### src/hw/soc_pkg.sv
package soc_pkg;

  localparam logic [31:0] RAM_BASE        = 32'h4000_0000;
  localparam int          RAM_WORDS       = 1024;
  localparam int          RAM_ADDR_BITS   = $clog2(RAM_WORDS);
  localparam logic [31:0] RAM_SPAN        = 32'(RAM_WORDS * 4);
  localparam int          RAM_WAIT_CYCLES = 4;
  localparam int          RAM_WAIT_BITS   = $clog2(RAM_WAIT_CYCLES + 1);

  localparam logic [31:0] UART_BASE   = 32'h2000_0000;
  localparam logic [31:0] PWM_BASE    = 32'h2000_1000;
  localparam logic [31:0] PERIPH_SPAN = 32'h0000_0100;

  localparam logic [7:0]  UART_TXDATA_OFS = 8'h00;
  localparam logic [7:0]  UART_STATUS_OFS = 8'h04;
  localparam logic [7:0]  UART_DIV_OFS    = 8'h08;
  localparam logic [15:0] UART_DIV_RESET  = 16'd16;

  localparam logic [7:0]  PWM_PERIOD0_OFS = 8'h00;
  localparam logic [7:0]  PWM_DUTY0_OFS   = 8'h04;
  localparam logic [7:0]  PWM_PERIOD1_OFS = 8'h08;
  localparam logic [7:0]  PWM_DUTY1_OFS   = 8'h0C;

  localparam logic [31:0] UNMAPPED_RDATA = 32'hBAD0_BAD0;

  // merges the strobed bytes of a bus write into an existing word.
  function automatic logic [31:0] apply_wstrb(input logic [31:0] old_word,
                                              input logic [31:0] new_word,
                                              input logic [3:0]  wstrb);
    logic [31:0] word;
    word = old_word;
    for (int b = 0; b < 4; b++) begin
      if (wstrb[b]) begin
        word[8*b +: 8] = new_word[8*b +: 8];
      end
    end
    return word;
  endfunction

  function automatic logic in_region(input logic [31:0] addr,
                                     input logic [31:0] base,
                                     input logic [31:0] span);
    return (addr - base) < span; // wraps below base, so one compare covers both bounds.
  endfunction

endpackage
### src/hw/iomem_if.sv
`timescale 1ns/1ps

interface iomem_if;
  logic        valid;
  logic        ready;
  logic [3:0]  wstrb;
  logic [31:0] addr;
  logic [31:0] wdata;
  logic [31:0] rdata;

  modport master (
    output valid,
    output wstrb,
    output addr,
    output wdata,
    input  ready,
    input  rdata
  );

  modport target (
    input  valid,
    input  wstrb,
    input  addr,
    input  wdata,
    output ready,
    output rdata
  );
endinterface

### src/hw/uart_tx_periph.sv
`timescale 1ns/1ps

module uart_tx_periph (
  input  logic    clk,
  input  logic    resetn,
  iomem_if.target bus_i,
  output logic    tx_o
);

  logic        ready_q;
  logic [31:0] rdata_q;
  logic [31:0] reg_rdata;
  logic [15:0] div_q;
  logic [31:0] div_word;
  logic        busy_q;
  logic [3:0]  bit_cnt_q;
  logic [15:0] div_cnt_q;
  logic [7:0]  shift_q;
  logic        tx_q;
  logic        req;
  logic        start_frame;
  logic        bit_done;

  assign req         = bus_i.valid && !ready_q;
  assign start_frame = req && bus_i.wstrb[0] && !busy_q
                       && (bus_i.addr[7:0] == soc_pkg::UART_TXDATA_OFS);
  assign bit_done    = busy_q && (div_cnt_q + 16'd1 >= div_q); // a zero divider acts as one.
  assign div_word    = soc_pkg::apply_wstrb({16'h0000, div_q}, bus_i.wdata, bus_i.wstrb);

  always_comb begin
    case (bus_i.addr[7:0])
      soc_pkg::UART_STATUS_OFS: reg_rdata = {31'b0, busy_q};
      soc_pkg::UART_DIV_OFS:    reg_rdata = {16'h0000, div_q};
      default:                  reg_rdata = '0;
    endcase
  end

  always_ff @(posedge clk) begin
    if (!resetn) begin
      ready_q   <= 1'b0;
      div_q     <= soc_pkg::UART_DIV_RESET;
      busy_q    <= 1'b0;
      bit_cnt_q <= '0;
      div_cnt_q <= '0;
      tx_q      <= 1'b1;
    end else begin
      ready_q <= req;
      if (req && |bus_i.wstrb && bus_i.addr[7:0] == soc_pkg::UART_DIV_OFS) begin
        div_q <= div_word[15:0];
      end
      if (start_frame) begin
        busy_q    <= 1'b1;
        bit_cnt_q <= '0;
        div_cnt_q <= '0;
        tx_q      <= 1'b0; // start bit.
      end else if (bit_done) begin
        div_cnt_q <= '0;
        bit_cnt_q <= bit_cnt_q + 4'd1;
        if (bit_cnt_q == 4'd9) begin
          busy_q <= 1'b0; // end of the stop bit.
        end else if (bit_cnt_q == 4'd8) begin
          tx_q <= 1'b1;
        end else begin
          tx_q <= shift_q[0];
        end
      end else if (busy_q) begin
        div_cnt_q <= div_cnt_q + 16'd1;
      end
    end
  end

  always_ff @(posedge clk) begin
    if (req) begin
      rdata_q <= reg_rdata;
    end
    if (start_frame) begin
      shift_q <= bus_i.wdata[7:0];
    end else if (bit_done && bit_cnt_q < 4'd8) begin
      shift_q <= shift_q >> 1; // data goes out LSB first.
    end
  end

  assign bus_i.ready = ready_q;
  assign bus_i.rdata = rdata_q;
  assign tx_o        = tx_q;

  a_idle_line_high: assert property (
    @(posedge clk) disable iff (!resetn)
    !busy_q |-> tx_o
  );

endmodule

### src/flat_wrapper.sv
// flat-port wrapper written by rule: the top's interface ports become plain ports
module uart_tx_periph_flat 
  (clk, resetn, tx_o, bus_i_valid, bus_i_wstrb, bus_i_addr, bus_i_wdata, bus_i_ready, bus_i_rdata);
  iomem_if bus_i_i ();
  input  logic clk;
  input  logic resetn;
  output logic tx_o;
  input wire logic [$bits(bus_i_i.valid)-1:0] bus_i_valid;
  input wire logic [$bits(bus_i_i.wstrb)-1:0] bus_i_wstrb;
  input wire logic [$bits(bus_i_i.addr)-1:0] bus_i_addr;
  input wire logic [$bits(bus_i_i.wdata)-1:0] bus_i_wdata;
  output wire logic [$bits(bus_i_i.ready)-1:0] bus_i_ready;
  output wire logic [$bits(bus_i_i.rdata)-1:0] bus_i_rdata;
  assign bus_i_i.valid = bus_i_valid;
  assign bus_i_i.wstrb = bus_i_wstrb;
  assign bus_i_i.addr = bus_i_addr;
  assign bus_i_i.wdata = bus_i_wdata;
  assign bus_i_ready = bus_i_i.ready;
  assign bus_i_rdata = bus_i_i.rdata;
  uart_tx_periph u_core (.clk(clk), .resetn(resetn), .bus_i(bus_i_i), .tx_o(tx_o));
endmodule
### config.mk
export PLATFORM = sky130hd
export DESIGN_NAME = uart_tx_periph_flat
export DESIGN_NICKNAME = d
export VERILOG_FILES = /design/src/hw/soc_pkg.sv /design/src/hw/iomem_if.sv /design/src/hw/uart_tx_periph.sv /design/src/flat_wrapper.sv
export SDC_FILE = /design/constraint.sdc
export NUM_CORES = 1
export LEC_CHECK = 0
export ABC_AREA = 0
export BUFFER_PORTS_ARGS = -buffer_cell sky130_fd_sc_hd__buf_2
export CAP_MARGIN = 30
export CORE_UTILIZATION = 50
export DETAILED_ROUTE_END_ITERATION = 16
export PLACE_DENSITY = 0.8
export RECOVER_POWER = 50
export SYNTH_ARGS = -nofsm -noshare
export SYNTH_HDL_FRONTEND = slang
export SYNTH_SLANG_ARGS = --single-unit
### constraint.sdc
create_clock -name clk -period 3.89 [get_ports clk]
set_input_delay 0.5835 -clock clk [delete_from_list [all_inputs] [get_ports clk]]
set_output_delay 0.5835 -clock clk [all_outputs]
set_load 0.02 [all_outputs]
==> Word-level counts from Yosys, hierarchy flattened <==
Index checks and enable logic that the tools add are counted.
{ "word_totals": {"latchBits": 0, "romBits": 0, "in_bits": 71, "output_inout_bits": 34, "register_bits": 79, "memories": 0, "ramBits": 0} }
{ "classes": {"n_lt_le_gt_ge": 2, "multipliers": 0, "muxes": 10, "eq_ne": 5, "shift": 0, "n_div": 0, "bitwise_logic": 1, "reduce_logical": 21, "n_addsub": 2} }
{ "op_table": {"columns": ["op", "n"], "rows": [
  ["$pmux 16 s2", 1],
  ["$add 16x1->16 const B", 1],
  ["$ge 16x16->1", 1],
  ["$mux 8", 2],
  ["$eq 4x4->1 const B", 2],
  ["$eq 8x3->1 const B", 1],
  ["$eq 8x4->1 const B", 1],
  ["$logic_and 1x1->1", 8],
  ["$logic_not 8->1", 1],
  ["$reduce_and 2->1", 4],
  ["$mux 1", 7],
  ["$reduce_bool 2->1", 3],
  ["$add 4x1->4 const B", 1],
  ["$lt 4x4->1 const B", 1],
  ["$reduce_or 4->1", 1],
  ["$reduce_or 3->1", 1],
  ["$logic_not 1->1", 2],
  ["$ne 2x1->1 const B", 1],
  ["$reduce_or 2->1", 1],
  ["$not 1->1", 1]
]} }

==> Longest topological paths before layout <==
Gate-level depths: netlist of the first run.
{ "depth": {"word_depth": 7, "depth_mapped": 12, "ltp_nobuf": 11} }

==> Worst setup path after synthesis of the first run <==
Ideal clock, no wire load.
{ "synth_path": {"kind": "register -> register", "start": "register u_core.div_cnt_q[2]", "end": "register u_core.shift_q[0] (enable)", "n_path_buf": 1, "period_less_slack_ns": 3.265, "t_arrival_ns": 3.005, "stages_incl_launch_ff": 12, "setup_time_ns": 0.260, "setup_slack_ns": 0.625, "cell_sequence": "dfxtp_1 -> clkbuf_2 -> nand3_1 -> nor4_2 -> nand3_1 -> xnor2_1 -> ha_1 -> a21o_1 -> a21o_1 -> a2111oi_4 -> a21oi_4 -> a21o_2"} }
{ "synth_via": {"elab_chain_len": 5} }
{ "synth_rtl": {"columns": ["item", "line", "rtl"], "rows": [
  ["from (decl)", "uart_tx_periph.sv:17", "logic [15:0] div_cnt_q;"],
  ["from (signal assigned)", "uart_tx_periph.sv:67", "div_cnt_q <= div_cnt_q + 16'd1;"],
  ["$add 16x1->16", "uart_tx_periph.sv:27", "assign bit_done = busy_q && (div_cnt_q + 16'd1 >= div_q);"],
  ["$ge 16x16->1", "uart_tx_periph.sv:27", null],
  ["$logic_and 1x1->1", "uart_tx_periph.sv:27", null],
  ["$logic_and 1x1->1", "uart_tx_periph.sv:78", "end else if (bit_done && bit_cnt_q < 4'd8) begin"],
  ["$reduce_bool 2->1 (no source line)", null, null],
  ["to (signal assigned)", "uart_tx_periph.sv:77", "shift_q <= bus_i.wdata[7:0];"],
  ["to (signal assigned)", "uart_tx_periph.sv:79", "shift_q <= shift_q >> 1;"],
  ["to (decl)", "uart_tx_periph.sv:18", "logic [7:0] shift_q;"]
]} }
Every way passes these cells.
A chain may end at the register's enable or synchronous reset.

==> Worst setup path after layout of the first run <==
{ "layout_path": {"start": "register u_core.div_cnt_q[1]", "end": "register u_core.shift_q[1] (enable)"} }
The elaborated chain is that of the path after synthesis.

==> results.ini, run 1 <==
[layout]
num-nets-final = 495
fillers = 540
drive_above_1_share = 0.161
diodes = 0
area_delta_synth_final_pct = 13.6
post-route-util = 0.601
stdcell_count = 486

[power_and_ir_drop]
p_int_mw = 1.11
switching_share = 0.223
power_frac_seq = 0.485
power.leakage_nw = 1.69
clkPwrFrac = 0.469
peakVddDrop_mv = 0.153
switchingPower_mw = 0.319
powerDensity_mw_per_mm2 = 366
pwr-share-comb = 0.046

[grt]
grtUsageMet2 = 0.336
grt_pass1_wl_um = 10800
grt_usage = 0.192
grt_max_degree = 22
grt.busiest_layer = met2
met1_usage = 0.224
grt_pass1_vias = 2433
antenna_found_initial = 0
use_met3 = 0.0302
grt-ovfl-total = 0

[timing]
rsz0062_at_grt = no
tightest_slew_ps = 834
max_freq_ghz = 0.295
finalSetupTns_ps = 0
drv_slew = 0
period_minus_slack_ps = 3390
slew_headroom = 0.444
fin_worst_skew_ps = 8.89
finalSetupViolCount = 0
timing.final.crit_share = 0.872
hold_viol_final = 0

[placement]
dp_cells = 470
place_congestion = 0.790
dp.final_hpwl_um = 4620
placement.io_buffers = 46

[floorplanning]
die_w_um = 84.9
core_mm2 = 0.00649
dieArea_mm2 = 0.00721
io-pin-count = 105
num_rows = 29
start_util = 0.529
die_h_um = 84.9

[route]
wl_um = 6320
antenna_left = 0
detail_route.first_pass.iterations = 11
drc = 5
vias = 2522
drt_iter0_drc = 102
drt-wirelength-per-cell_um = 13.0
drt-vias-per-instance = 5.19

[critical_path]
cp_cell_sequence = ha_1 > nand3_1 > nor4_2 > buf_4 > nand2_1 > xnor2_1 > ha_1 > nand4_1 > nor2_1 > a2111oi_4 > a21oi_4 > a21o_2
endpoint_kind = flip-flop
path_class = flip-flop to flip-flop
path_buf_inv = 1
worst_path_max_delay_cell = a2111oi_4
worstSetupStartpointType = flip-flop
max_stage_delay_ps = 570
cp.required_ps = 3980
r2r_setup_slack_ps = 500
critPathTopFamily = compound AO/OA/AOI/OAI gates
arrival_ps = 3480
path_depth = 12
crit_top_cell = ha_1
crit_fanout = 8
rr_worst_depth = 12

[synthesis]
synth_top_family_by_area = simple AND/OR/NAND/NOR gates
synth-simple-area-share = 0.224
synthAdderAreaFrac = 0.0728
yosysSeqAreaShare = 0.437
synth_compound_area_frac = 0.0582
synth_mux_area_frac = 0.0582
synth_edf_count = 24
syn_avg_cell_area_um2 = 9.76
synthCells = 352
syn-cell-area_mm2 = 0.00344
ys_async_sr_fraction = 0
synth_xor_area_frac = 0.0739
synth_warnings = 0
ys_types = 44
ys_ff_latch = 63
synth_ff_type = dfxtp_1

[hold_path]
hold_path.class = flip-flop to flip-flop
whs_path_depth = 2

[clocking]
numCtsBuffers = 9
clk_latency_ps = 350
cts_setup_buffers = 0
hold_buffers = 0
cts_buffer_depth = 2
cts_tree = yes
cts_root_buf = clkbuf_8
cts_sinks = 63
htreeDepth = 3
cts_resized = 0
path_clk_slew_ps = 70

[outcome]
outcome = finished, violations left
violations = DRC

[job]
drv_cap = 0

==> power by group through the flow <==
stage                     clock network (mW)  registers [mW]  logic, mW
after CTS                              0.676           0.692     0.0686
after floorplan                            0           0.718     0.0405
after global placement                     0           0.707     0.0679
final                                  0.670           0.692     0.0655
after detailed placement                   0           0.707     0.0686
after global routing                   0.705           0.693     0.0707
==> final cells by class <==
| class | instances | area, µm² | share of cell area |
|---|---|---|---|
| clock inverter | 6 | 90.1 | 0.0231 |
| tap | 77 | 96.3 | 0.0247 |
| multi-input combinational | 254 | 1730 | 0.443 |
| timing repair buffer | 53 | 253 | 0.0647 |
| inverter | 23 | 86.3 | 0.0221 |
| sequential | 63 | 1500 | 0.385 |
| clock buffer | 10 | 149 | 0.0381 |
==> Yosys cell counts (2+ instances only) <==
cell | number | area share
nor3_1 | 11 | 0.016
mux2i_1 | 20 | 0.058
dfxtp_1 | 39 | 0.23
xnor2_1 | 12 | 0.031
a211oi_1 | 2 | 0.0044
xor2_1 | 17 | 0.043
clkbuf_1 | 7 | 0.0076
o21ai_0 | 5 | 0.0073
edfxtp_1 | 24 | 0.21
nor2_1 | 23 | 0.025
nand4_1 | 8 | 0.015
buf_2 | 2 | 0.0029
nor4_2 | 2 | 0.0073
and3_1 | 3 | 0.0055
and2_1 | 18 | 0.033
a2111o_1 | 2 | 0.0066
a21oi_1 | 6 | 0.0087
nand3_1 | 9 | 0.013
buf_4 | 16 | 0.035
a21o_1 | 2 | 0.0044
ha_1 | 20 | 0.073
nor3_2 | 9 | 0.026
nand2_1 | 53 | 0.058
inv_1 | 22 | 0.024
==> cells in the final DEF, fill, tap and decap left out, types with 2 or more instances in the layout <==
cell type,n
nor3_2,9
xnor2_1,12
nor3_1,11
nor4_2,2
nor2_1,23
and2_0,10
o21ai_0,5
a2111o_1,2
ha_1,20
and3_1,3
bufinv_16,2
nand3_1,10
a21oi_1,6
buf_2,28
inv_1,22
a21o_1,2
dfxtp_1,39
mux2i_1,20
nand4_1,8
clkbuf_8,9
nand2_1,53
and2_1,8
edfxtp_1,24
clkbuf_1,20
a211oi_1,2
xor2_1,17
buf_4,5
conb_1,16
==> state kept, by name (all words and copies together) (netlist names) <==
name / count
u_core.busy_q: 1
u_core.div_q: 16
u_core.bus_i.rdata: 16
u_core.bus_i.ready: 1
u_core.bit_cnt_q: 4
u_core.shift_q: 8
u_core.tx_o: 1
u_core.div_cnt_q: 16
==> final timing paths <==
kind                                           from             endpoint
worst max-delay path            u_core.div_cnt_q[1]    u_core.shift_q[1]
worst min-delay path            u_core.bit_cnt_q[3]  u_core.bit_cnt_q[3]
worst max register to register  u_core.div_cnt_q[1]    u_core.shift_q[1]
worst min register to register  u_core.bit_cnt_q[3]  u_core.bit_cnt_q[3]
==> logic make-up (layout without fill, tap and decap cells) <==
logic type | Yosys count | in the layout
buffers and inverters | 50 | 92
XOR/XNOR | 29 | 29
adder cells (fa/ha/maj) | 20 | 20
flip-flops | 63 | 63
multiplexers | 20 | 20
AO/OA/AOI/OAI | 24 | 24
AND/OR/NAND/NOR | 145 | 145
other | 1 | 16
==> per-layer routing <==
layer	wire, µm	up-vias	share of wire
met5	0	-	0
met4	155	0	0.025
met3	168	13	0.027
met2	3120	56	0.49
met1	2880	1182	0.46
li1	-	1271	-
==> stage by stage <==
stage	power, mW	setup slack (ps)	cell area [µm²]	hold slack (ps)
floorplan	0.759	625	3490	435
finish	1.43	498	3900	466
CTS	1.44	470	3940	459
global placement	0.774	566	3700	445
detailed placement	0.775	490	3700	463
global route	1.47	225	3900	467
==> worst register-to-register path: cells and delay by family (launching register included) <==
| family | cells | cell delay [ps] |
|---|---|---|
| AO/OA/AOI/OAI | 3 | 990 |
| XOR/XNOR | 1 | 200 |
| flip-flops | 1 | 400 |
| adder cells (fa/ha/maj) | 2 | 530 |
| buffers and inverters | 1 | 180 |
| AND/OR/NAND/NOR | 5 | 860 |
Note: power is estimated with default switching activity, not from simulation.
==> run 2, diff against run 1 <==
Clock period 3.89 ns to 3.4 ns, I/O delays scaled along.
==> run 2 against run 1 <==
  * The run still ends with DRC left
  * Flip-flop and latch count did not move
  * Highest routed layer unchanged
  * Die area unchanged
  * Total power shrank 1.4%
  * Largest power group unchanged
==> results.ini, run 2 (synthesized netlist as in run 1, its figures left out) <==
[outcome]
outcome = finished, violations left  ; unchanged
violations = DRC  ; unchanged

[timing]
rsz0062_at_grt = no  ; unchanged
fin_worst_skew_ps = 7.80  ; was 8.89 ps
drv_slew = 0  ; unchanged
finalSetupTns_ps = 0  ; unchanged
hold-worst-slack_ps = 400  ; was 466 ps
hold_viol_final = 0  ; unchanged
period_minus_slack_ps = 3220  ; was 3390 ps
timing.final.crit_share = 0.947  ; was 0.872
tightest_slew_ps = 922  ; was 834 ps
finalSetupViolCount = 0  ; unchanged
max_freq_ghz = 0.311  ; was 0.295 GHz
slew_headroom = 0.385  ; was 0.444

[power_and_ir_drop]
switchingPower_mw = 0.339  ; was 0.319 mW
pwr-share-comb = 0.053  ; was 0.046
total_power_mw = 1.41  ; was 1.43 mW
clkPwrFrac = 0.385  ; was 0.469
power_frac_seq = 0.562  ; was 0.485
p_int_mw = 1.07  ; was 1.11 mW
powerDensity_mw_per_mm2 = 364  ; was 366 mW/mm²
switching_share = 0.241  ; was 0.223
peakVddDrop_mv = 0.166  ; was 0.153 mV
power.leakage_nw = 1.66  ; was 1.69 nW

[route]
drt-vias-per-instance = 5.13  ; was 5.19
antenna_left = 0  ; unchanged
drc = 6  ; was 5
vias = 2514  ; was 2522
detail_route.first_pass.iterations = 11  ; unchanged
drt_iter0_drc = 96  ; was 102
wl_um = 6220  ; was 6320 µm
drt-wirelength-per-cell_um = 12.7  ; was 13.0 µm

[floorplanning]
io-pin-count = 105  ; unchanged
dieArea_mm2 = 0.00721  ; unchanged
num_rows = 29  ; unchanged
die_w_um = 84.9  ; unchanged
start_util = 0.529  ; unchanged
core_mm2 = 0.00649  ; unchanged
die_h_um = 84.9  ; unchanged

[layout]
layout_commonest_cell = nand2_1  ; unchanged
fillers = 563  ; was 540
area_delta_synth_final_pct = 12.6  ; was 13.6%
final_cell_mix = 53 x nand2_1, 38 x dfxtp_1, 28 x buf_2  ; was 53 x nand2_1, 39 x dfxtp_1, 28 x buf_2
num-nets-final = 499  ; was 495
diodes = 0  ; unchanged
drive_above_1_share = 0.172  ; was 0.161

[critical_path]
path_class = flip-flop to flip-flop  ; unchanged
endpoint_kind = flip-flop  ; unchanged
cp_cell_sequence = ha_1 > nand3_1 > nor4_2 > buf_4 > nand2_1 > xnor2_1 > ha_1 > nand4_1 > nor2_1 > a2111oi_4 > a21oi_4 > a21o_2  ; unchanged
worstSetupStartpointType = flip-flop  ; unchanged
cp.required_ps = 3480  ; was 3980 ps
crit_top_cell = ha_1  ; unchanged
critPathTopFamily = compound AO/OA/AOI/OAI gates  ; unchanged
crit_fanout = 8  ; unchanged
path_buf_inv = 1  ; unchanged
worst_path_max_delay_cell = dfxtp_1  ; was a2111oi_4
max_stage_delay_ps = 440  ; was 570 ps
arrival_ps = 3300  ; was 3480 ps

[grt]
antenna_found_initial = 0  ; unchanged
grt_pass1_wl_um = 10700  ; was 10800 µm
grt_pass1_vias = 2509  ; was 2433
grt_usage = 0.186  ; was 0.192
grt_max_degree = 22  ; unchanged
grt-ovfl-total = 0  ; unchanged

[clocking]
path_clk_slew_ps = 70  ; about the same
hold_buffers = 0  ; unchanged
cts_sinks = 63  ; unchanged
cts_buffer_depth = 2  ; unchanged
numCtsBuffers = 9  ; unchanged
htreeDepth = 3  ; unchanged
cts_tree = yes  ; unchanged
cts_root_buf = clkbuf_8  ; unchanged
clk_latency_ps = 340  ; was 350 ps

[job]
drv_cap = 0  ; unchanged

[hold_path]
hold_path.class = primary input to flip-flop  ; was flip-flop to flip-flop

[placement]
dp.final_hpwl_um = 4600  ; was 4620 µm
placement.io_buffers = 46  ; unchanged
place_congestion = 0.773  ; was 0.790

==> run 2: power groups by stage <==
stage | clock network (mW) | logic (mW) | registers, mW
detailed placement | 0 | 0.0781 | 0.808
global route | 0.589 | 0.0809 | 0.792
floorplan | 0 | 0.0463 | 0.822
global placement | 0 | 0.0780 | 0.808
finish | 0.542 | 0.0747 | 0.792
CTS | 0.551 | 0.0782 | 0.792
==> run 2: final timing paths <==
kind	from	end	slack, ps	cells after the start
setup / recovery	u_core.div_cnt_q[0]	u_core.shift_q[0]	180	12
hold / removal	bus_i_wdata[11]	u_core.div_q[11]	400	3
setup reg to reg	u_core.div_cnt_q[0]	u_core.shift_q[0]	180	12
hold reg to reg	u_core.bit_cnt_q[3]	u_core.bit_cnt_q[3]	470	2
==> run 2: cell type report <==
| cell class | instances | area (µm²) | share of cell area |
|---|---|---|---|
| multi-input cells | 254 | 1740 | 0.449 |
| repair buffers | 57 | 283 | 0.0730 |
| clock inverters | 6 | 37.5 | 0.00970 |
| flip-flops and latches | 63 | 1500 | 0.388 |
| well taps | 77 | 96.3 | 0.0249 |
| inverters | 23 | 86.3 | 0.0223 |
| clock buffers | 10 | 128 | 0.0330 |
==> run 2: timing repair <==
action	in CTS	in global routing
endpoints found under the setup margin	0	26
gates resized for setup	0	3
setup buffers	0	1
==> run 2: per-stage QoR <==
| step | setup WS [ps] | util | cells | area, µm² |
|---|---|---|---|---|
| after floorplan | 135 | - | 367 | 3490 |
| after global placement | 220 | 0.573 | 473 | 3720 |
| after detailed placement | 103 | 0.573 | 473 | 3720 |
| after CTS | 68.6 | 0.599 | 489 | 3890 |
| after global routing | 25.1 | 0.596 | 490 | 3870 |
| final | 181 | 0.596 | 490 | 3870 |
==> run 2: layer usage <==
metal | share of wire | global-route usage | up-vias
li1 | - | - | 1275
met1 | 0.45 | 0.212 | 1173
met2 | 0.49 | 0.341 | 55
met3 | 0.037 | 0.0292 | 11
met4 | 0.019 | 0.0847 | 0
met5 | 0 | 0 | -
==> run 2: worst min-delay path, cell delays in order <==
cell     delay (ps)
buf_2            70
mux2i_1          50
nor2_1           70
