==> src/hw/soc_pkg.sv <==
package soc_pkg;

  localparam logic [31:0] RAM_BASE        = 32'h4000_0000;
  localparam int          RAM_WORDS       = 1024;
  localparam int          RAM_ADDR_BITS   = $clog2(RAM_WORDS);
  localparam logic [31:0] RAM_SPAN        = 32'(RAM_WORDS * 4);
  localparam int          RAM_WAIT_CYCLES = 4;
  localparam int          RAM_WAIT_BITS   = $clog2(RAM_WAIT_CYCLES + 1);

  localparam logic [31:0] UART_BASE   = 32'h2000_0000;
  localparam logic [31:0] PWM_BASE    = 32'h2000_1000;
  localparam logic [31:0] PERIPH_SPAN = 32'h0000_0100;

  localparam logic [7:0]  UART_TXDATA_OFS = 8'h00;
  localparam logic [7:0]  UART_STATUS_OFS = 8'h04;
  localparam logic [7:0]  UART_DIV_OFS    = 8'h08;
  localparam logic [15:0] UART_DIV_RESET  = 16'd16;

  localparam logic [7:0]  PWM_PERIOD0_OFS = 8'h00;
  localparam logic [7:0]  PWM_DUTY0_OFS   = 8'h04;
  localparam logic [7:0]  PWM_PERIOD1_OFS = 8'h08;
  localparam logic [7:0]  PWM_DUTY1_OFS   = 8'h0C;

  localparam logic [31:0] UNMAPPED_RDATA = 32'hBAD0_BAD0;

  // merges the strobed bytes of a bus write into an existing word.
  function automatic logic [31:0] apply_wstrb(input logic [31:0] old_word,
                                              input logic [31:0] new_word,
                                              input logic [3:0]  wstrb);
    logic [31:0] word;
    word = old_word;
    for (int b = 0; b < 4; b++) begin
      if (wstrb[b]) begin
        word[8*b +: 8] = new_word[8*b +: 8];
      end
    end
    return word;
  endfunction

  function automatic logic in_region(input logic [31:0] addr,
                                     input logic [31:0] base,
                                     input logic [31:0] span);
    return (addr - base) < span; // wraps below base, so one compare covers both bounds.
  endfunction

endpackage
==> src/hw/iomem_if.sv <==
`timescale 1ns/1ps

interface iomem_if;
  logic        valid;
  logic        ready;
  logic [3:0]  wstrb;
  logic [31:0] addr;
  logic [31:0] wdata;
  logic [31:0] rdata;

  modport master (
    output valid,
    output wstrb,
    output addr,
    output wdata,
    input  ready,
    input  rdata
  );

  modport target (
    input  valid,
    input  wstrb,
    input  addr,
    input  wdata,
    output ready,
    output rdata
  );
endinterface

==> src/hw/iomem_decoder.sv <==
`timescale 1ns/1ps

module iomem_decoder (
  input logic     clk,
  input logic     resetn,
  iomem_if.target m_i,
  iomem_if.master ram_o,
  iomem_if.master uart_o,
  iomem_if.master pwm_o
);

  logic ram_sel;
  logic uart_sel;
  logic pwm_sel;
  logic none_sel;
  logic unmapped_ready_q;

  assign ram_sel  = soc_pkg::in_region(m_i.addr, soc_pkg::RAM_BASE, soc_pkg::RAM_SPAN);
  assign uart_sel = soc_pkg::in_region(m_i.addr, soc_pkg::UART_BASE, soc_pkg::PERIPH_SPAN);
  assign pwm_sel  = soc_pkg::in_region(m_i.addr, soc_pkg::PWM_BASE, soc_pkg::PERIPH_SPAN);
  assign none_sel = !(ram_sel || uart_sel || pwm_sel);

  assign ram_o.valid  = m_i.valid && ram_sel;
  assign ram_o.wstrb  = m_i.wstrb;
  assign ram_o.addr   = m_i.addr;
  assign ram_o.wdata  = m_i.wdata;

  assign uart_o.valid = m_i.valid && uart_sel;
  assign uart_o.wstrb = m_i.wstrb;
  assign uart_o.addr  = m_i.addr;
  assign uart_o.wdata = m_i.wdata;

  assign pwm_o.valid  = m_i.valid && pwm_sel;
  assign pwm_o.wstrb  = m_i.wstrb;
  assign pwm_o.addr   = m_i.addr;
  assign pwm_o.wdata  = m_i.wdata;

  always_ff @(posedge clk) begin
    if (!resetn) begin
      unmapped_ready_q <= 1'b0;
    end else begin
      unmapped_ready_q <= m_i.valid && none_sel && !unmapped_ready_q; // one-cycle answer.
    end
  end

  always_comb begin
    m_i.ready = unmapped_ready_q;
    m_i.rdata = soc_pkg::UNMAPPED_RDATA;
    if (ram_sel) begin
      m_i.ready = ram_o.ready;
      m_i.rdata = ram_o.rdata;
    end else if (uart_sel) begin
      m_i.ready = uart_o.ready;
      m_i.rdata = uart_o.rdata;
    end else if (pwm_sel) begin
      m_i.ready = pwm_o.ready;
      m_i.rdata = pwm_o.rdata;
    end
  end

  a_one_target_valid: assert property (
    @(posedge clk) disable iff (!resetn)
    $onehot0({ram_o.valid, uart_o.valid, pwm_o.valid})
  );

endmodule

==> src/flat_wrapper.sv <==
// flat-port wrapper written by rule: the top's interface ports become plain ports
module iomem_decoder_flat 
  (clk, resetn, m_i_valid, m_i_wstrb, m_i_addr, m_i_wdata, m_i_ready, m_i_rdata, ram_o_valid, ram_o_wstrb, ram_o_addr, ram_o_wdata, ram_o_ready, ram_o_rdata, uart_o_valid, uart_o_wstrb, uart_o_addr, uart_o_wdata, uart_o_ready, uart_o_rdata, pwm_o_valid, pwm_o_wstrb, pwm_o_addr, pwm_o_wdata, pwm_o_ready, pwm_o_rdata);
  iomem_if m_i_i ();
  iomem_if ram_o_i ();
  iomem_if uart_o_i ();
  iomem_if pwm_o_i ();
  input logic clk;
  input logic resetn;
  input wire logic [$bits(m_i_i.valid)-1:0] m_i_valid;
  input wire logic [$bits(m_i_i.wstrb)-1:0] m_i_wstrb;
  input wire logic [$bits(m_i_i.addr)-1:0] m_i_addr;
  input wire logic [$bits(m_i_i.wdata)-1:0] m_i_wdata;
  output wire logic [$bits(m_i_i.ready)-1:0] m_i_ready;
  output wire logic [$bits(m_i_i.rdata)-1:0] m_i_rdata;
  output wire logic [$bits(ram_o_i.valid)-1:0] ram_o_valid;
  output wire logic [$bits(ram_o_i.wstrb)-1:0] ram_o_wstrb;
  output wire logic [$bits(ram_o_i.addr)-1:0] ram_o_addr;
  output wire logic [$bits(ram_o_i.wdata)-1:0] ram_o_wdata;
  input wire logic [$bits(ram_o_i.ready)-1:0] ram_o_ready;
  input wire logic [$bits(ram_o_i.rdata)-1:0] ram_o_rdata;
  output wire logic [$bits(uart_o_i.valid)-1:0] uart_o_valid;
  output wire logic [$bits(uart_o_i.wstrb)-1:0] uart_o_wstrb;
  output wire logic [$bits(uart_o_i.addr)-1:0] uart_o_addr;
  output wire logic [$bits(uart_o_i.wdata)-1:0] uart_o_wdata;
  input wire logic [$bits(uart_o_i.ready)-1:0] uart_o_ready;
  input wire logic [$bits(uart_o_i.rdata)-1:0] uart_o_rdata;
  output wire logic [$bits(pwm_o_i.valid)-1:0] pwm_o_valid;
  output wire logic [$bits(pwm_o_i.wstrb)-1:0] pwm_o_wstrb;
  output wire logic [$bits(pwm_o_i.addr)-1:0] pwm_o_addr;
  output wire logic [$bits(pwm_o_i.wdata)-1:0] pwm_o_wdata;
  input wire logic [$bits(pwm_o_i.ready)-1:0] pwm_o_ready;
  input wire logic [$bits(pwm_o_i.rdata)-1:0] pwm_o_rdata;
  assign m_i_i.valid = m_i_valid;
  assign m_i_i.wstrb = m_i_wstrb;
  assign m_i_i.addr = m_i_addr;
  assign m_i_i.wdata = m_i_wdata;
  assign m_i_ready = m_i_i.ready;
  assign m_i_rdata = m_i_i.rdata;
  assign ram_o_valid = ram_o_i.valid;
  assign ram_o_wstrb = ram_o_i.wstrb;
  assign ram_o_addr = ram_o_i.addr;
  assign ram_o_wdata = ram_o_i.wdata;
  assign ram_o_i.ready = ram_o_ready;
  assign ram_o_i.rdata = ram_o_rdata;
  assign uart_o_valid = uart_o_i.valid;
  assign uart_o_wstrb = uart_o_i.wstrb;
  assign uart_o_addr = uart_o_i.addr;
  assign uart_o_wdata = uart_o_i.wdata;
  assign uart_o_i.ready = uart_o_ready;
  assign uart_o_i.rdata = uart_o_rdata;
  assign pwm_o_valid = pwm_o_i.valid;
  assign pwm_o_wstrb = pwm_o_i.wstrb;
  assign pwm_o_addr = pwm_o_i.addr;
  assign pwm_o_wdata = pwm_o_i.wdata;
  assign pwm_o_i.ready = pwm_o_ready;
  assign pwm_o_i.rdata = pwm_o_rdata;
  iomem_decoder u_core (.clk(clk), .resetn(resetn), .m_i(m_i_i), .ram_o(ram_o_i), .uart_o(uart_o_i), .pwm_o(pwm_o_i));
endmodule
==> config.mk <==
export PLATFORM = sky130hd
export DESIGN_NAME = iomem_decoder_flat
export DESIGN_NICKNAME = d
export VERILOG_FILES = /design/src/hw/soc_pkg.sv /design/src/hw/iomem_if.sv /design/src/hw/iomem_decoder.sv /design/src/flat_wrapper.sv
export SDC_FILE = /design/constraint.sdc
export NUM_CORES = 1
export LEC_CHECK = 0
export BUFFER_PORTS_ARGS = -buffer_cell sky130_fd_sc_hd__buf_2
export CAP_MARGIN = 0
export CORE_AREA = 2 2 157 159
export DETAILED_ROUTE_END_ITERATION = 12
export DIE_AREA = 0 0 159 161
export GPL_TIMING_DRIVEN = 0
export RECOVER_POWER = 25
export SYNTH_ARGS = -nofsm -noshare
export SYNTH_HDL_FRONTEND = slang
export SYNTH_SLANG_ARGS = --single-unit
==> constraint.sdc <==
create_clock -name clk -period 4.9 [get_ports clk]
set_input_delay 0 -clock clk [delete_from_list [all_inputs] [get_ports clk]]
set_output_delay 0 -clock clk [all_outputs]
set_load 0.01 [all_outputs]
### After elaboration in Yosys (flattened, before gate mapping)

Index checks and enable logic that the tools add are counted.

| word-level totals | value |
|---|---|
| input bits | 170 |
| flip-flop bits (word level) | 1 |
| logic and storage cells | 22 |
| output and inout port bits | 240 |

| operators by class | value |
|---|---|
| order comparisons | 3 |
| reductions and logical operators | 9 |
| multiplexer cells | 6 |
| $add $sub $neg | 3 |

Operator list:

| operator | number |
|---|---|
| two-way mux 32 bit | 3 |
| less-than comparator 32 x 9 -> 1 bit, second input constant | 2 |
| subtractor 32 x 30 -> 32 bit, second input constant | 2 |
| less-than comparator 32 x 13 -> 1 bit, second input constant | 1 |
| subtractor 32 x 31 -> 32 bit, second input constant | 1 |
| logical AND 1 bit | 5 |
| two-way mux 1 bit | 3 |
| zero test 1 bit | 2 |
| logical OR 1 bit | 2 |

### Logic depth before layout (Yosys ltp)

Gate-level depths: netlist (run 1).

| logic depth | value |
|---|---|
| depth in word-level cells | 7 |
| depth in mapped cells | 10 |
| depth with buffers taken out | 8 |

### Least setup slack after synthesis (run 1)

OpenSTA, ideal clock, no wires.

| timing | value |
|---|---|
| path type | input -> output |
| start point | in m_i_addr[19] |
| end point | out m_i_rdata[10] |
| path slack | 2.560 ns |
| stages | 7 |
| buffers on the path | 1 |
| required time | 4.900 ns |
| arrival time | 2.340 ns |
| path through | or4_4 -> nor4b_1 -> xor2_1 -> o31ai_1 -> clkbuf_1 -> nand3_1 -> a21oi_1 |

| between the ends | value |
|---|---|
| longest elaborated chain between the ends | 5 |
| elaborated cells on any way between the ends | 9 |
| classes of those cells | add/sub (3); order compare (3); mux (3) |

Ends and longest elaborated chain:

| what | line | text |
|---|---|---|
| from (decl) | flat_wrapper.sv:12 | `input wire logic [$bits(m_i_i.addr)-1:0] m_i_addr;` |
| subtractor 32 x 30 -> 32 bit | soc_pkg.sv:43 | `return (addr - base) < span;` |
| less-than comparator 32 x 9 -> 1 bit | soc_pkg.sv:43 |  |
| two-way mux 32 bit | iomem_decoder.sv:55 | `end else if (pwm_sel) begin` |
| two-way mux 32 bit | iomem_decoder.sv:52 | `end else if (uart_sel) begin` |
| two-way mux 32 bit (*) | iomem_decoder.sv:49 | `if (ram_sel) begin` |
| to (decl) | flat_wrapper.sv:15 | `output wire logic [$bits(m_i_i.rdata)-1:0] m_i_rdata;` |

Every way passes the cells marked *; elsewhere a longest branch is shown, timed or not.

### Final worst setup path (run 1)

| timing | value |
|---|---|
| start point | in m_i_addr[19] |
| end point | out m_i_rdata[25] |

The elaborated chain is that of the path after synthesis.

==> flow_summary_export.csv, run 1 <==
group,metric,value,unit
setup_path,critPathLaunchType,"input pin",
global_route,grt-ovfl-total,0,
cells_and_area,final_core_util,20.3,%
drt,post-route-drc-count,0,
drt,ant_nets,0,
cells_and_area,largest_registers,"u_core.unmapped_ready_q x1",
drt,via_per_inst,3.40,
logic_synthesis,synth-seq-area-share,0.745,%
floorplan,die_x,159,um
logic_synthesis,syn_nets,574,
cells_and_area,diodes,0,
global_route,grt_pass1_vias,3533,
setup_path,cp-end-kind,"primary output",
min_path,min_path_type,"input pin to primary output",
place,dp.cells,1092,
setup_path,required,4900,ps
cells_and_area,mostFrequentLayoutCell,"buf_2",
clocking,hold_buffers,0,
cells_and_area,most-common-layout-cells,"buf_2, buf_4, clkbuf_1",
drt,drt_iter0_drc,85,
logic_synthesis,synth-edff-count,0,
timing,hold_violations,0,
cells_and_area,nets,942,
timing,fmax,0.336,GHz
logic_synthesis,synth_area_leaders,"buf_4, a21oi_1, o21ai_0",
timing,tightest_slew,871,ps
timing,setup_viol,0,
setup_path,critical_path_arrival,2980,ps
drt,wl_per_cell,12.7,um
logic_synthesis,syn_area,0.00269,mm2
setup_path,critPathKind,"input pin to primary output",
logic_synthesis,ys_types,41,
global_route,grt_usage,9.60,%
clocking,cts.repair.resized,0,
place,pre_cts_slack,1800,ps
cells_and_area,top_register,"u_core.unmapped_ready_q",
logic_synthesis,syn_area_per_cell,6.69,um2
logic_synthesis,syn_inst,402,
floorplan,num_rows,57,
timing,clock_skew,0,ps
timing,finalCritPeriodShare,60.8,%
logic_synthesis,synth-main-ff-cell,"dfxtp_1",
cells_and_area,largest_reg_flops,1,
timing,slew_violations,0,
clocking,clock_latency,0,ps
floorplan,die_area,0.0256,mm2
floorplan,io_pins,410,
place,port_buffers,365,
timing,fin_crit,2980,ps
pwr,power_leakage,2.59,nW
logic_synthesis,synth_warnings,0,
drt,vias,3708,
pwr,vdd_ir_drop_max,25.5,uV
global_route,antenna_found_initial,1,
pwr,powerDensity,69.8,mW/mm2
job,max_cap_viol_count,0,
floorplan,core,0.0240,mm2
run_status,status,"finished, final reports clean",
timing,slew-limit-headroom,41.6,%
setup_path,reg2reg_slack,4150,ps
cells_and_area,drive_above_1_share,70.2,%
setup_path,critPathMaxFanout,10,
drt,dr.pass1.iters,4,
place,dp_hpwl,12.3,mm
floorplan,die_h,161,um
cells_and_area,instances_no_fill,1092,
logic_synthesis,yosysTopAreaCell,"buf_4",
logic_synthesis,ys_async_sr_fraction,0,%
place,gp_congestion,0.788,
floorplan,start_util,11.2,%
clocking,post_cts_buffers,0,
timing,rsz0062_at_grt,"false",
timing,setup-tns-final,0,ps
logic_synthesis,ys_seq_elements,1,
global_route,grt_start_max_net_pins,11,
global_route,grt_pass1_wl,19.6,mm
timing,hold_ws,184,ps
cells_and_area,area_delta_synth_final,80.7,%
logic_synthesis,synth_top_area_share,57.0,%
timing,setup_ws,1920,ps
drt,wl,13.8,mm
## worst max-delay path: stages
cell      delay (ps)
buf_2            120
or4_4            560
or4_4            510
buf_6            160
nor4_4           530
clkbuf_1         610
nand2_1          210
o21ai_1          120
buf_2            150
## cell families after synthesis
family,count (synthesis),synth area share [%]
XOR/XNOR,3,0.977
buffers and inverters,223,61.3
adder cells (fa/ha/maj),2,0.931
flip-flops,1,0.745
AO/OA/AOI/OAI,78,16.0
AND/OR/NAND/NOR,95,20.0
## cells in the mapped netlist (2+ instances only)
master	count
nor2_1	21
nor3_2	10
nor3_1	9
inv_1	2
buf_6	3
nand4_1	3
buf_4	204
nor3b_1	2
and2_1	2
clkbuf_1	7
buf_2	6
a21oi_1	34
nand2_1	19
o21ai_0	24
o21ai_1	11
a31oi_1	2
ha_1	2
or2_2	2
or4_4	2
xnor2_1	2
nand3_1	15
## routing by layer
layer	global-route usage, %	routed length (um)
met4	1.57	229
met2	18.8	7170
met3	1.67	1210
met5	0	13
met1	11.0	5220
## cell type report
type	instances	area, um2
fillers	2757	19100
plain buffers	221	1640
flip-flops and latches	1	20.0
well taps	324	405
multi-input cells	178	1020
repair buffers	366	1760
inverters	2	7.51
## final timing paths
check,cells past startpoint,startpoint,endpoint
min reg2reg,2,u_core.unmapped_ready_q,u_core.unmapped_ready_q
min,2,m_i_wdata[0],uart_o_wdata[0]
max reg2reg,2,u_core.unmapped_ready_q,u_core.unmapped_ready_q
max,9,m_i_addr[19],m_i_rdata[25]
## where the power goes
| part | internal (W) | switching (W) | leakage, nW | total [W] |
|---|---|---|---|---|
| clock network | 0 | 0 | 0 | 0 |
| registers | 0.00000879 | 0.000000481 | 0.00830 | 0.00000927 |
| logic | 0.000193 | 0.000137 | 2.58 | 0.000330 |
## through the flow
stage | power [W] | area (um2)
finish | 0.000339 | 4860
global route | 0.000364 | 4860
CTS | 0.000349 | 4930
detailed placement | 0.000348 | 4930
global placement | 0.000344 | 4920
floorplan | 0.000196 | 2690
Power figures use the tool's default switching activity.
==> run 2, diff against run 1 <==
- CORE_AREA: 2 2 157 159 -> 2 2 160 162
- DIE_AREA: 0 0 159 161 -> 0 0 162 164
- clock period: 4.9 -> 2.8 ns (I/O delays scaled with it)
==> flow_summary_export.csv, run 2 (synthesis results as in run 1) <==
group,metric,value,unit
run_status,status,"finished, final reports clean",
floorplan,die_h,164,um
drt,post-route-drc-count,0,
place,pre_cts_slack,-308,ps
drt,wl_per_cell,13.2,um
place,gp_congestion,0.701,
drt,wl,14.6,mm
floorplan,num_rows,58,
place,dp_hpwl,12.9,mm
floorplan,io_pins,410,
cells_and_area,multi_input_area,0.00105,mm2
cells_and_area,top_register,"u_core.unmapped_ready_q",
global_route,grt_usage,9.47,%
global_route,grt_start_max_net_pins,19,
cells_and_area,final_cell_area,0.00493,mm2
setup_path,reg2reg_slack,2130,ps
cells_and_area,mostFrequentLayoutCell,"buf_2",
cells_and_area,largest_registers,"u_core.unmapped_ready_q x1",
timing,tightest_slew,694,ps
timing,setup_ws,157,ps
timing,slew_violations,0,
timing,clock_skew,0,ps
floorplan,die_x,162,um
cells_and_area,fillCellCount,2912,
pwr,finalPower,0.000598,W
floorplan,core,0.0248,mm2
setup_path,critPathKind,"input pin to primary output",
drt,drt_iter0_drc,77,
global_route,grt_pass1_vias,3298,
clocking,hold_buffers,0,
timing,hold_ws,184,ps
setup_path,critical_path_arrival,2640,ps
global_route,grt_pass1_wl,19.3,mm
drt,dr.pass1.iters,4,
timing,fin_crit,2640,ps
cells_and_area,diodes,0,
drt,vias,3765,
drt,via_per_inst,3.42,
place,dp.cells,1097,
floorplan,start_util,10.8,%
global_route,antenna_found_initial,3,
min_path,min_path_type,"input pin to primary output",
timing,rsz0062_at_grt,"true",
setup_path,critPathMaxFanout,10,
place,post_dp_cell_area,0.00493,mm2
cells_and_area,area_delta_synth_final,83.5,%
timing,finalCritPeriodShare,94.4,%
setup_path,critPathLaunchType,"input pin",
pwr,vdd_ir_drop_max,48.2,uV
cells_and_area,instances_no_fill,1101,
floorplan,die_area,0.0266,mm2
timing,slew-limit-headroom,53.7,%
drt,ant_nets,0,
timing,setup_viol,0,
cells_and_area,nets,945,
timing,fmax,0.378,GHz
cells_and_area,largest_reg_flops,1,
cells_and_area,register_area,20.0,um2
cells_and_area,drive_above_1_share,70.8,%
timing,hold_violations,0,
pwr,power_leakage,2.64,nW
job,max_cap_viol_count,0,
cells_and_area,most-common-layout-cells,"buf_2, buf_4, clkbuf_1",
place,port_buffers,365,
setup_path,cp-end-kind,"primary output",
setup_path,required,2800,ps
pwr,powerDensity,121,mW/mm2
global_route,grt-ovfl-total,0,
clocking,clock_latency,0,ps
run 2: changes by cell type in the layout (fill, tap and decap cells not counted), sizes merged:
cell	delta
buf	+3
run 2: where the power goes:
group / internal (W) / total (W) / switching [W]
Combinational: 0.000341 / 0.000582 / 0.000241
Sequential: 0.0000154 / 0.0000161 / 0.000000758
Clock: 0 / 0 / 0
run 2: cell type report:
class                      count  area share (%)
timing repair buffer         370            36.5
buffer                       220            33.3
multi-input combinational    178            21.3
tap                          330            8.37
sequential                     1           0.406
inverter                       2           0.152
run 2: layer usage:
metal,up-vias,global-route usage [%],part of all wire [%]
met3,6,1.72,8.8
met5,-,0,0.27
met2,237,18.6,52
met1,1644,11.3,39
met4,6,0,0.027
li1,1872,-,-
run 2: worst paths after layout:
kind	start	end	cells after the start
max	m_i_addr[19]	m_i_rdata[19]	10
min	m_i_wdata[24]	pwm_o_wdata[24]	2
min reg2reg	u_core.unmapped_ready_q	u_core.unmapped_ready_q	2
max reg2reg	u_core.unmapped_ready_q	u_core.unmapped_ready_q	2
run 2: critical path: stages:
cell and delay, ps:
buf_2 140, or4_4 550, or4_4 500, buf_6 160
or2_4 260, a31oi_4 390, buf_6 210, nand3_1 80
a21oi_1 180, buf_2 160
run 2: what timing repair did:
action	CTS	global route
buffers inserted	0	5
endpoints found under the setup margin	27	11
gates resized for setup	5	1
pin swaps	1	2
run 2: per-stage QoR:
| step | utilization (%) | TNS [ps] |
|---|---|---|
| after floorplan | - | 0 |
| after global placement | 19.9 | -12160 |
| after detailed placement | 19.9 | -4800 |
| after CTS | 20.0 | 0 |
| after global routing | 19.9 | -1.07 |
| final | 19.9 | 0 |
==> run 3, diff against run 2 <==
- clock period: 2.8 -> 2.65 ns (I/O delays scaled with it)
==> flow_summary_export.csv, run 3 (synthesis results as in run 1) <==
group,metric,value,unit
cells_and_area,largest_registers,"u_core.unmapped_ready_q x1",
cells_and_area,final_core_util,20.0,%
floorplan,io_pins,410,
setup_path,critPathLaunchType,"input pin",
timing,hold_violations,0,
setup_path,crit_family,"simple AND/OR/NAND/NOR gates",
pwr,power_frac_seq,2.7,%
timing,fmax,0.392,GHz
cells_and_area,drive_above_1_share,71.2,%
drt,drt_iter0_drc,91,
pwr,p_sw,0.000257,W
timing,fin_crit,2550,ps
timing,finalCritPeriodShare,96.2,%
drt,wl,14.8,mm
cells_and_area,fillCellCount,2914,
setup_path,required,2650,ps
clocking,hold_buffers,0,
timing,setup_viol,0,
setup_path,critical_path_arrival,2550,ps
cells_and_area,most-common-layout-cells,"buf_2, buf_4, clkbuf_1",
min_path,min_path_type,"input pin to primary output",
setup_path,critPathKind,"input pin to primary output",
clocking,clock_latency,0,ps
setup_path,path_depth,11,
cells_and_area,nets,949,
floorplan,die_h,164,um
pwr,power_leakage,2.67,nW
setup_path,slowest_stage,"or4_4",
pwr,finalPower,0.000633,W
drt,wl_per_cell,13.4,um
run_status,status,"finished, final reports clean",
global_route,grt_pass1_vias,3313,
setup_path,max_stage_delay,550,ps
drt,vias,3766,
setup_path,cp_cell_sequence,"buf_2, or4_4, or4_4, buf_6, or2_4, a31o_1, buf_6, buf_12, nor3_4, o21ai_1, buf_2",
timing,slew_violations,0,
setup_path,crit_buf_inv,5,
global_route,antenna_found_initial,3,
timing,rsz0062_at_grt,"false",
setup_path,reg2regPathDepth,2,
pwr,p_sw_share,40.6,%
pwr,clkPwrFrac,0,%
place,gp_congestion,0.701,
cells_and_area,largest_reg_flops,1,
drt,post-route-drc-count,0,
pwr,vdd_ir_drop_max,50.9,uV
drt,dr.pass1.iters,4,
drt,ant_nets,0,
pwr,internal-power,0.000376,W
pwr,powerDensity,127,mW/mm2
floorplan,core,0.0248,mm2
timing,slew-limit-headroom,62.2,%
global_route,grt_usage,9.61,%
place,port_buffers,365,
timing,tightest_slew,562,ps
setup_path,cp-end-kind,"primary output",
floorplan,num_rows,58,
drt,via_per_inst,3.41,
min_path,hold_path_depth,2,
pwr,pwr-share-comb,97.3,%
global_route,grt_pass1_wl,19.5,mm
cells_and_area,top_register,"u_core.unmapped_ready_q",
global_route,grt-ovfl-total,0,
timing,setup-tns-final,0,ps
cells_and_area,diodes,0,
global_route,grt_start_max_net_pins,11,
floorplan,die_x,162,um
floorplan,start_util,10.8,%
timing,hold_ws,184,ps
place,dp_hpwl,12.9,mm
floorplan,die_area,0.0266,mm2
cells_and_area,mostFrequentLayoutCell,"buf_2",
cells_and_area,area_delta_synth_final,85.1,%
job,max_cap_viol_count,0,
timing,clock_skew,0,ps
setup_path,critPathMaxFanout,10,
## run 3: metal layers
metal	GRT usage [%]	wire length (um)	vias up
met2	19.0	7710	236
li1	-	-	1883
met4	0	4	6
met3	1.72	1260	6
met1	11.3	5750	1635
met5	0	46	-
## run 3: final cells by class
type	count	area, um2	area share [%]
Tap cell	330	413	8.30
Buffer	221	1660	33.3
Sequential cell	1	20.0	0.402
Multi-Input combinational cell	178	1060	21.2
Inverter	2	7.51	0.151
Timing Repair Buffer	373	1820	36.7
## run 3: per-stage QoR
stage | std cells | setup slack, ps | area, um2
5_1_grt | 1105 | 3.51 | 4980
3_5_place_dp | 1097 | -458 | 4930
6_report | 1105 | 99.9 | 4980
4_1_cts | 1101 | 4.84 | 5000
3_3_place_gp | 1097 | -911 | 4930
2_1_floorplan | 402 | 310 | 2690
## run 3: timing repair
item,in CTS,in global routing
setup endpoints to repair,36,15
endpoints found under the hold margin,0,0
gates resized for setup,9,9
pin swaps,3,2
setup buffers,4,4
## run 3: worst paths after layout
kind	from	endpoint	slack, ps
max	m_i_addr[19]	m_i_rdata[23]	100
min reg2reg	u_core.unmapped_ready_q	u_core.unmapped_ready_q	570
min	m_i_wdata[24]	pwm_o_wdata[24]	180
max reg2reg	u_core.unmapped_ready_q	u_core.unmapped_ready_q	1980
## run 3: power groups by stage
| stage | clock (W) | sequential (W) | combinational (W) |
|---|---|---|---|
| floorplan | 0 | 0.0000165 | 0.000346 |
| global placement | 0 | 0.0000173 | 0.000619 |
| detailed placement | 0 | 0.0000173 | 0.000625 |
| CTS | 0 | 0.0000173 | 0.000632 |
| global route | 0 | 0.0000173 | 0.000666 |
| finish | 0 | 0.0000170 | 0.000616 |
